--- src/logic/dcache_settings.svh ---
`ifndef DCACHE_SETTINGS_SVH
`define DCACHE_SETTINGS_SVH

// processor side word address
`define DC_ADDR_W     30

// memory side block address, word address without the word offset
`define DC_MEM_ADDR_W 28

// data widths
`define DC_WORD_W     32
`define DC_BLOCK_W    128

// tag is the word address above set and offset bits
`define DC_TAG_W      26

// geometry
`define DC_SETS       4
`define DC_WAYS       2
`define DC_WORDS      4

`endif

--- src/logic/dcache_pkg.sv ---
`default_nettype none

`include "dcache_settings.svh"

package dcache_pkg;

    // controller states
    typedef enum logic [1:0] {
        REQUEST  = 2'b00,
        READMEM  = 2'b01,
        WRITEMEM = 2'b10
    } dc_state_t;

    // one processor word
    typedef logic [`DC_WORD_W-1:0] word_t;

    // a full line, word 0 in the low bits
    typedef logic [`DC_BLOCK_W-1:0] block_t;

    typedef logic [`DC_TAG_W-1:0] tag_t;

    // set number and word offset inside a block
    typedef logic [$clog2(`DC_SETS)-1:0] set_idx_t;
    typedef logic [$clog2(`DC_WORDS)-1:0] word_off_t;

    // block address as seen by the memory
    typedef logic [`DC_MEM_ADDR_W-1:0] mem_addr_t;

endpackage

`default_nettype wire

--- src/logic/line_access_if.sv ---
`default_nettype none

interface line_access_if import dcache_pkg::*; ();

    // controller to line store
    logic      refill;
    logic      merge_store;
    block_t    refill_block;

    // line store to controller
    logic      hit;
    word_t     rd_word;
    logic      victim_dirty;
    mem_addr_t victim_addr;
    block_t    victim_block;

    modport ctrl (
        output refill,
        output merge_store,
        output refill_block,
        input  hit,
        input  rd_word,
        input  victim_dirty,
        input  victim_addr,
        input  victim_block
    );

    modport store (
        input  refill,
        input  merge_store,
        input  refill_block,
        output hit,
        output rd_word,
        output victim_dirty,
        output victim_addr,
        output victim_block
    );

endinterface

`default_nettype wire

--- src/logic/line_store.sv ---
`default_nettype none

`include "dcache_settings.svh"

module line_store import dcache_pkg::*; (
    input  wire logic                  clk,
    input  wire logic                  proc_reset,
    input  wire logic                  proc_read,
    input  wire logic                  proc_write,
    input  wire logic [`DC_ADDR_W-1:0] proc_addr,
    input  wire word_t                 proc_wdata,
    line_access_if.store               acc
);

    // line storage, way 0 holds the most recently refilled block
    tag_t   tag_q   [`DC_SETS][`DC_WAYS];
    block_t data_q  [`DC_SETS][`DC_WAYS];
    logic   valid_q [`DC_SETS][`DC_WAYS];
    logic   dirty_q [`DC_SETS][`DC_WAYS];

    // address fields
    word_off_t word_off;
    set_idx_t  set_idx;
    tag_t      addr_tag;

    logic [`DC_WAYS-1:0] hit_way;
    logic                way_sel;
    logic                access;
    word_t               hit_word;
    word_t               fill_word;
    block_t              fill_block;
    logic                fill_dirty;
    logic                wr_change;

    assign word_off = proc_addr[1:0];
    assign set_idx  = proc_addr[3:2];
    assign addr_tag = proc_addr[`DC_ADDR_W-1:4];
    assign access   = proc_read | proc_write;

    // tag compare in both ways of the set
    always_comb begin
        for (int w = 0; w < `DC_WAYS; w++) begin
            hit_way[w] = valid_q[set_idx][w] && (tag_q[set_idx][w] == addr_tag);
        end
    end

    // way 0 wins, only one way can match anyway
    assign way_sel = ~hit_way[0];
    assign acc.hit = access & (|hit_way);

    assign hit_word  = data_q[set_idx][way_sel][word_off*`DC_WORD_W +: `DC_WORD_W];
    assign fill_word = acc.refill_block[word_off*`DC_WORD_W +: `DC_WORD_W];

    // during a refill the word comes straight from memory
    assign acc.rd_word = acc.refill ? fill_word : hit_word;

    // way 1 is always the victim
    assign acc.victim_dirty = valid_q[set_idx][1] & dirty_q[set_idx][1];
    assign acc.victim_addr  = {tag_q[set_idx][1], set_idx};
    assign acc.victim_block = data_q[set_idx][1];

    // refill block with the store word merged in on a write miss
    always_comb begin
        fill_block = acc.refill_block;
        for (int k = 0; k < `DC_WORDS; k++) begin
            if (acc.merge_store && (word_off == k)) begin
                fill_block[k*`DC_WORD_W +: `DC_WORD_W] = proc_wdata;
            end
        end
    end

    // a merged store that changes the fetched word makes the new line dirty,
    // the write hit in the following cycle then sees an equal word
    assign fill_dirty = acc.merge_store && (fill_word != proc_wdata);

    // silent stores leave the line clean
    assign wr_change = proc_write && acc.hit && !acc.refill && (hit_word != proc_wdata);

    always_ff @(posedge clk) begin
        if (proc_reset) begin
            for (int s = 0; s < `DC_SETS; s++) begin
                for (int w = 0; w < `DC_WAYS; w++) begin
                    valid_q[s][w] <= 1'b0;
                    dirty_q[s][w] <= 1'b0;
                end
            end
        end else if (acc.refill) begin
            // shift way 0 down, new block enters way 0
            valid_q[set_idx][1] <= valid_q[set_idx][0];
            dirty_q[set_idx][1] <= dirty_q[set_idx][0];
            valid_q[set_idx][0] <= 1'b1;
            dirty_q[set_idx][0] <= fill_dirty;
        end else if (wr_change) begin
            dirty_q[set_idx][way_sel] <= 1'b1;
        end
    end

    always_ff @(posedge clk) begin
        if (acc.refill) begin
            tag_q[set_idx][1]  <= tag_q[set_idx][0];
            data_q[set_idx][1] <= data_q[set_idx][0];
            tag_q[set_idx][0]  <= addr_tag;
            data_q[set_idx][0] <= fill_block;
        end else if (wr_change) begin
            data_q[set_idx][way_sel][word_off*`DC_WORD_W +: `DC_WORD_W] <= proc_wdata;
        end
    end

endmodule

`default_nettype wire

--- src/logic/dcache_ctrl.sv ---
`default_nettype none

`include "dcache_settings.svh"

module dcache_ctrl import dcache_pkg::*; (
    input  wire logic                  clk,
    input  wire logic                  proc_reset,
    input  wire logic                  proc_read,
    input  wire logic                  proc_write,
    input  wire logic [`DC_ADDR_W-1:0] proc_addr,
    input  wire block_t                mem_rdata,
    input  wire logic                  mem_ready,
    line_access_if.ctrl                acc,
    output logic                       proc_stall,
    output word_t                      proc_rdata,
    output logic                       mem_read,
    output logic                       mem_write,
    output mem_addr_t                  mem_addr,
    output block_t                     mem_wdata
);

    dc_state_t state_q;
    dc_state_t state_d;

    logic      req;
    mem_addr_t proc_block_addr;

    assign req             = proc_read | proc_write;
    assign proc_block_addr = proc_addr[`DC_ADDR_W-1:`DC_ADDR_W-`DC_MEM_ADDR_W];

    // memory data goes to the line store as is, merging happens there
    assign acc.refill_block = mem_rdata;

    always_comb begin
        state_d         = state_q;
        proc_stall      = 1'b0;
        proc_rdata      = '0;
        mem_read        = 1'b0;
        mem_write       = 1'b0;
        mem_addr        = '0;
        mem_wdata       = '0;
        acc.refill      = 1'b0;
        acc.merge_store = 1'b0;

        case (state_q)
            REQUEST: begin
                if (req && acc.hit) begin
                    // hit, reads return now, writes land on the next edge
                    if (proc_read) begin
                        proc_rdata = acc.rd_word;
                    end
                end else if (req) begin
                    proc_stall = 1'b1;
                    if (acc.victim_dirty) begin
                        state_d = WRITEMEM;
                    end else begin
                        state_d = READMEM;
                    end
                end
            end

            WRITEMEM: begin
                // push the dirty victim out first
                proc_stall = 1'b1;
                mem_write  = 1'b1;
                mem_addr   = acc.victim_addr;
                mem_wdata  = acc.victim_block;
                if (mem_ready) begin
                    state_d = READMEM;
                end
            end

            READMEM: begin
                proc_stall = 1'b1;
                mem_read   = 1'b1;
                mem_addr   = proc_block_addr;
                if (mem_ready) begin
                    acc.refill      = 1'b1;
                    acc.merge_store = proc_write;
                    state_d         = REQUEST;
                    // read finishes with the fetched word,
                    // a write stalls one more cycle and completes as a hit
                    if (proc_read) begin
                        proc_stall = 1'b0;
                        proc_rdata = acc.rd_word;
                    end
                end
            end

            default: begin
                state_d = REQUEST;
            end
        endcase
    end

    always_ff @(posedge clk) begin
        if (proc_reset) begin
            state_q <= REQUEST;
        end else begin
            state_q <= state_d;
        end
    end

endmodule

`default_nettype wire

--- src/logic/dcache_top.sv ---
`default_nettype none

`include "dcache_settings.svh"

module dcache_top import dcache_pkg::*; (
    input  wire logic                  clk,
    input  wire logic                  proc_reset,
    input  wire logic                  proc_read,
    input  wire logic                  proc_write,
    input  wire logic [`DC_ADDR_W-1:0] proc_addr,
    input  wire word_t                 proc_wdata,
    output logic                       proc_stall,
    output word_t                      proc_rdata,
    input  wire block_t                mem_rdata,
    input  wire logic                  mem_ready,
    output logic                       mem_read,
    output logic                       mem_write,
    output mem_addr_t                  mem_addr,
    output block_t                     mem_wdata
);

    // refill control one way, lookup results the other
    line_access_if acc_if ();

    dcache_ctrl ctrl_i (
        .clk        (clk),
        .proc_reset (proc_reset),
        .proc_read  (proc_read),
        .proc_write (proc_write),
        .proc_addr  (proc_addr),
        .mem_rdata  (mem_rdata),
        .mem_ready  (mem_ready),
        .acc        (acc_if.ctrl),
        .proc_stall (proc_stall),
        .proc_rdata (proc_rdata),
        .mem_read   (mem_read),
        .mem_write  (mem_write),
        .mem_addr   (mem_addr),
        .mem_wdata  (mem_wdata)
    );

    // tags, flags and data for all sets
    line_store store_i (
        .clk        (clk),
        .proc_reset (proc_reset),
        .proc_read  (proc_read),
        .proc_write (proc_write),
        .proc_addr  (proc_addr),
        .proc_wdata (proc_wdata),
        .acc        (acc_if.store)
    );

endmodule

`default_nettype wire

--- config.mk ---
export PLATFORM = sky130hd
export DESIGN_NAME = dcache_top
export DESIGN_NICKNAME = d
export VERILOG_FILES = /design/src/logic/dcache_pkg.sv /design/src/logic/line_access_if.sv /design/src/logic/line_store.sv /design/src/logic/dcache_ctrl.sv /design/src/logic/dcache_top.sv
export VERILOG_INCLUDE_DIRS = /design/src /design/src/logic
export SDC_FILE = /design/constraint.sdc
export NUM_CORES = 2
export LEC_CHECK = 0
export BUFFER_PORTS_ARGS = -buffer_cell sky130_fd_sc_hd__buf_4
export CAP_MARGIN = 20
export CORE_MARGIN = 10
export CORE_UTILIZATION = 30
export CTS_CLUSTER_SIZE = 24
export DETAILED_ROUTE_END_ITERATION = 16
export SYNTH_ARGS = -nofsm -noshare
export SYNTH_HDL_FRONTEND = slang
export SYNTH_SLANG_ARGS = --single-unit
--- constraint.sdc ---
create_clock -name clk -period 8.3 [get_ports clk]
set_input_delay 0.415 -clock clk [delete_from_list [all_inputs] [get_ports clk]]
set_output_delay 0.415 -clock clk [all_outputs]
set_load 0.1 [all_outputs]
# After elaboration in Yosys (flattened, before gate mapping)
# Memories as Yosys holds them, arrays and structs flattened.
# Index checks and enable logic that the tools add are counted.
# totals
mem_bits_ro	0
output_inout_bits	191
input_bits	195
reg_bits	2
ram_bits	1248
memories	4
latchBits	0
# memory_table
name	words	width	read_ports	rd_clocked_by_memory_dff	write_ports	line	text
store_i.data_q	4	256	1	0	1	line_store.sv:17	block_t data_q [`DC_SETS][`DC_WAYS];
store_i.tag_q	4	52	1	0	1	line_store.sv:16	tag_t tag_q [`DC_SETS][`DC_WAYS];
store_i.dirty_q	4	2	1	0	4	line_store.sv:19	logic dirty_q [`DC_SETS][`DC_WAYS];
store_i.valid_q	4	2	1	0	4	line_store.sv:18	logic valid_q [`DC_SETS][`DC_WAYS];
# classes
multipliers	0
addsub	1
n_shift	4
bitwise	263
muxes	310
n_eq_ne	13
magnitude_cmp	2
n_reduce_logical	19
div_mod_pow	0
# op_table
operator	count
$mux W128	5
$mux W1	279
$or A1 B1 Y1	259
$mux W256	1
$mux W32	8
$shiftx A128 B8 Y32	2
$demux W128 S1	1
$shift A32 B34 Y128 const A	1
$shiftx A32 B34 Y128	1
$ne A32 B32 Y1	2
$pmux W32 S2	1
$pmux W28 S2	1
$eq A26 B26 Y1	2
$neg A7 Y34	1
$mux W2	11
$logic_and A1 B1 Y1	12
$eq A2 B2 Y1 const B	3
$ne A2 B2 Y1 const B	3
$pmux W2 S3	1
$reduce_or A2 Y1	3
$eq A2 B1 Y1 const B	2
$logic_not A2 Y1	2
$reduce_and A4 Y1	1
$pmux W1 S3	1
8 further kinds	9

# Longest topological paths before layout
# An unclocked memory read counts as a cell.
# logic_depth
ltp_word	18
mapped_depth	22
ltp_nobuf	13

# Hierarchy
# Synthesis repeated with hierarchy kept, for this count alone.
# unflattened
cells_unflattened	3415
hier_area_um2	57104.8
# modules_own_cells
mod	n_inst	area_each_um2	cells_per_inst
line_store	1	54347.1	3018
dcache_ctrl	1	2757.6	397

# Worst setup path after synthesis
# No wires, ideal clock.
# synth_timing
path_kind	input port to output port
from	in proc_addr[3]
to	out proc_rdata[12]
cell_stages	20
slack_ps	883
arrival_time_ps	7002
cell_sequence	buf_2 buf_1 clkbuf_1 buf_1 clkbuf_1 clkbuf_1 buf_1 clkbuf_1 clkbuf_1 mux4_2 xnor2_1 nand4_1 nor4_1 nand2_1 nand2_1 nand2_1 nand2_1 nand2_1 clkbuf_1 a311oi_1
# synth_between
elab_chain_len	13
# synth_lines
item	line	text
from (decl)	dcache_top.sv:10	input wire logic [`DC_ADDR_W-1:0] proc_addr,
$mem_v2 Z4 W52	n/a	
$eq A26 B26 Y1	line_store.sv:43	hit_way[w] = valid_q[set_idx][w] && (tag_q[set_idx][w] == addr_tag);
$logic_and A1 B1 Y1	line_store.sv:43	
$not A1 Y1	line_store.sv:48	assign way_sel = ~hit_way[0];
$not A1 Y2 (implied by the code)	line_store.sv:51	assign hit_word = data_q[set_idx][way_sel][word_off*`DC_WORD_W +: `DC_WORD_W];
$mux W128 (implied by the code) (3 in a row)	line_store.sv:51	
$shiftx A128 B8 Y32	line_store.sv:51	
$mux W32	line_store.sv:55	assign acc.rd_word = acc.refill ? fill_word : hit_word;
$mux W32	dcache_ctrl.sv:49, dcache_ctrl.sv:83	
$mux W32 (on tied branches)	dcache_ctrl.sv:77, dcache_ctrl.sv:47	
$pmux W32 S2 (*)	dcache_ctrl.sv:45	case (state_q)
to (decl)	dcache_top.sv:13	output word_t proc_rdata,
# Every way passes the cells marked *; elsewhere a longest branch is shown, timed or not. The select of a mux whose other input is x is not followed.

# Worst setup path in the final report
# layout_timing
from	mem store_i.tag_q[3][33] (netlist bit)
to	out proc_rdata[15]
# layout_between
elab_chain_len	13
# layout_lines
item	line
from (decl)	line_store.sv:16
$mem_v2 Z4 W52 (*)	n/a
$eq A26 B26 Y1 (*)	line_store.sv:43
$logic_and A1 B1 Y1 (*)	line_store.sv:43
$not A1 Y1	line_store.sv:48
$not A1 Y2 (implied by the code)	line_store.sv:51
$mux W128 (implied by the code) (3 in a row)	line_store.sv:51
$shiftx A128 B8 Y32	line_store.sv:51
$mux W32	line_store.sv:55
$mux W32	dcache_ctrl.sv:49, dcache_ctrl.sv:83
$mux W32 (on tied branches)	dcache_ctrl.sv:77, dcache_ctrl.sv:47
$pmux W32 S2 (*)	dcache_ctrl.sv:45
# Marked as above.

==> results.toml <==
[outcome]
outcome = "completed"

[clocking]
holdBufCountCts = 35
root_buffer = "clkbuf_16"
cts_made_buffers = 131
cts_sinks = 1250
clk_pin_slew_ns = 0.06
clk_latency_ns = 0.79
cts.repair.resized = 0
cts_tree = "done"
post_cts_buffers = 0
clockBufferDepth = 3
htreeDepth = 4

[layout]
nets = 4017
drive_above_1_share_pct = 31.02
fin_area_sq_mm = 0.06883
syn2layout_area_growth_pct = 18.96
final_cells = 6441

[floorplan]
initial_core_util_pct = 30.11
num_rows = 161
die_area_sq_mm = 0.2108
ios = 386
fp.dieH_um = 459.2
core_area_sq_mm = 0.1922
die_w_um = 459.2

[place]
dp_hpwl_um = 151900
dp.cells = 6168
globalplace.congestion = 0.9151
dpl-instance-area_sq_mm = 0.06445
io_buffers = 385
preCtsSetupSlack_ns = 1.002

[pwr]
p_comb_share_pct = 13.2
p_per_area_mw_per_mm2 = 214.2
ir_worst_vdd_v = 0.0001850
p_int_mw = 10.88
p_leak_nw = 22.66
swShare_pct = 26.17
switching_power_mw = 3.859
power.share.sequential_pct = 48.7
pwr-share-clk_pct = 38.1

[global_routing]
grt_max_degree = 99
overflow = 0
antenna_found_initial = 18
grt_pass1_wl_um = 295600
grt_pass1_vias = 36200
grt_use_total_pct = 19.77

[timing]
fin_skew_ns = 0.04735
worstMarginPinSlew_ns = 1.175
maxSlewViolCount = 0
fmax_mhz = 148.8
setup_viol = 0
slew_headroom_pct = 21.12
post-route-worst-setup-slack_ns = 1.582
rsz0062_at_grt = "no"
period_share_pct = 80.94
setup_tns_ns = 0
hold_viol_final = 0
post-route-min-period_ns = 6.718

[detailed_routing]
wl_um = 215300
via_per_inst = 5.641
ant_nets = 0
drt_pre_antenna_iters = 8
wl_per_cell_um = 33.42
vias = 36330
drt_iter0_drc = 5022
drc_errors = 0

[yosys]
yosysSeqAreaShare_pct = 64.77
syn_nets = 3629
yosys_warnings = 0
synthArstFlopShare_pct = 0
syn_area_sq_mm = 0.05786
yosysUniqueCellTypes = 68
synth_seq_cells = 1250
ys.flop_type = "edfxtp_1"
synth_cells = 3423
synth_edf_count = 1244
syn_area_per_cell_sq_um = 16.90

[worst_setup_path]
r2r_start = "store_i.tag_q[3][33]$_DFFE_PP_"
path_cells = "mux4_2, xnor2_1, nand4_1, or4_1, or4_1, buf_4, nand2_1, nand2_1, nand2_1, nand2_2, a311oi_1, buf_4"
cp.arrival_ns = 6.30
cp_max_fo = 32
start_kind = "register"
slowest_delay_ns = 1.18
path_class = "register to primary output"
crit_start = "store_i.tag_q[3][33]$_DFFE_PP_"
crit_path_top_delay_cell = "a311oi_1"
crit_path_frequent_cell = "nand2_1"
cp_data_required_time_ns = 7.89
end_kind = "primary output"

[job]
maxCapViolations = 0

[hold_path]
hp-start = "mem_rdata[125]"
holdCritPathClass = "input port to register"
-- worst max-delay path: cells and delay by family (launching register included) --
family	cells	cell delay (ns)
buffers and inverters	2	0.77
AND/OR/NAND/NOR	7	2.36
multiplexers	1	0.53
XOR/XNOR	1	0.27
flip-flops	1	0.35
AO/OA/AOI/OAI	1	1.18
-- Yosys cell counts (11+ instances only) --
cell type | count | area share [%]
edfxtp_1 | 1244 | 65
mux4_2 | 376 | 15
and2_1 | 255 | 2.8
nor2_1 | 194 | 1.3
clkbuf_1 | 185 | 1.2
nand2_1 | 174 | 1.1
xnor2_1 | 109 | 1.6
a221o_1 | 96 | 1.7
and4_1 | 64 | 0.97
buf_2 | 53 | 0.46
mux2_2 | 51 | 0.99
a21oi_1 | 49 | 0.42
mux2i_1 | 46 | 0.80
mux2_4 | 45 | 1.2
and3_1 | 34 | 0.37
mux2_1 | 33 | 0.64
a22o_1 | 32 | 0.48
nor2b_1 | 30 | 0.32
a22oi_1 | 28 | 0.36
o21ai_0 | 26 | 0.22
nand4_1 | 25 | 0.27
o21a_1 | 23 | 0.30
buf_1 | 22 | 0.14
a311oi_1 | 21 | 0.32
xor2_1 | 21 | 0.32
nor3_1 | 20 | 0.17
a211oi_1 | 16 | 0.21
inv_1 | 15 | 0.097
buf_6 | 13 | 0.25
o211ai_1 | 13 | 0.17
ha_1 | 11 | 0.24
-- per-stage QoR --
stage	hold slack [ns]	util [%]	total power [mW]
after floorplan	0.4348	-	8.412
after global placement	0.4478	33.53	9.198
after detailed placement	0.4557	33.54	9.220
after CTS	0.001638	35.80	14.79
after global routing	0.05018	35.81	15.13
final	0.04520	35.82	14.74
-- power by group through the flow --
stage                     logic (mW)  registers (mW)  clock network, mW
after global routing            2.01            7.18               5.94
final                           1.94            7.18               5.62
after CTS                       1.93            7.18               5.69
after detailed placement        1.91            7.31                  0
after global placement          1.90            7.30                  0
after floorplan                 1.11            7.30                  0
-- worst paths after layout --
| path | end | slack (ns) | depth (start not counted) |
|---|---|---|---|
| worst max-delay path | proc_rdata[15] | 1.58 | 12 |
| worst min register to register | store_i.valid_q[2][1]$_SDFFE_PP1P_ | 0.47 | 2 |
| worst max register to register | store_i.data_q[1][237]$_DFFE_PP_ | 1.64 | 17 |
| worst min-delay path | store_i.data_q[0][253]$_DFFE_PP_ | 0.05 | 2 |
-- flip-flops by register name, summed over array words and instances, names as in the netlist --
register / cells
store_i.data_q: 1024
store_i.tag_q: 208
store_i.dirty_q: 8
store_i.valid_q: 8
ctrl_i.state_q: 2
-- area by class of cell --
class,count,area [sq um]
inverter,16,65.06
clock buffer,155,3432
timing repair buffer,532,4723
tap,2526,3161
antenna,11,27.53
multi-input combinational,1880,19380
clock inverter,71,565.5
fill,18170,123300
sequential,1250,37480
-- cell families after synthesis --
family                   after synthesis  synth area share, %
AO/OA/AOI/OAI                        337                4.641
XOR/XNOR                             130                1.968
adder cells (fa/ha/maj)               11               0.2379
buffers and inverters                293                2.210
flip-flops                          1250                64.77
multiplexers                         552                18.27
AND/OR/NAND/NOR                      850                7.902
-- metal layers --
metal / track usage (%) / up-vias / wire, um
li1: - / 14560 / -
met1: 24.34 / 19030 / 79710
met2: 31.53 / 2260 / 100800
met3: 4.565 / 485 / 19740
met4: 12.17 / 6 / 14970
met5: 0 / - / 46
-- cell usage in the layout, fill, tap and decap left out, types with 45 or more instances in the layout --
cell type | netlist | final
and2_1 | 255 | 256
mux2_2 | 51 | 51
buf_12 | 0 | 50
mux2i_1 | 46 | 46
edfxtp_1 | 1244 | 1244
a21oi_1 | 49 | 49
xnor2_1 | 109 | 109
nor2_1 | 194 | 174
clkbuf_16 | 0 | 134
buf_4 | 4 | 443
a221o_1 | 96 | 96
nand2_1 | 174 | 172
mux4_2 | 376 | 376
and4_1 | 64 | 64
mux2_4 | 45 | 45
(Power assumes the default switching activity.)
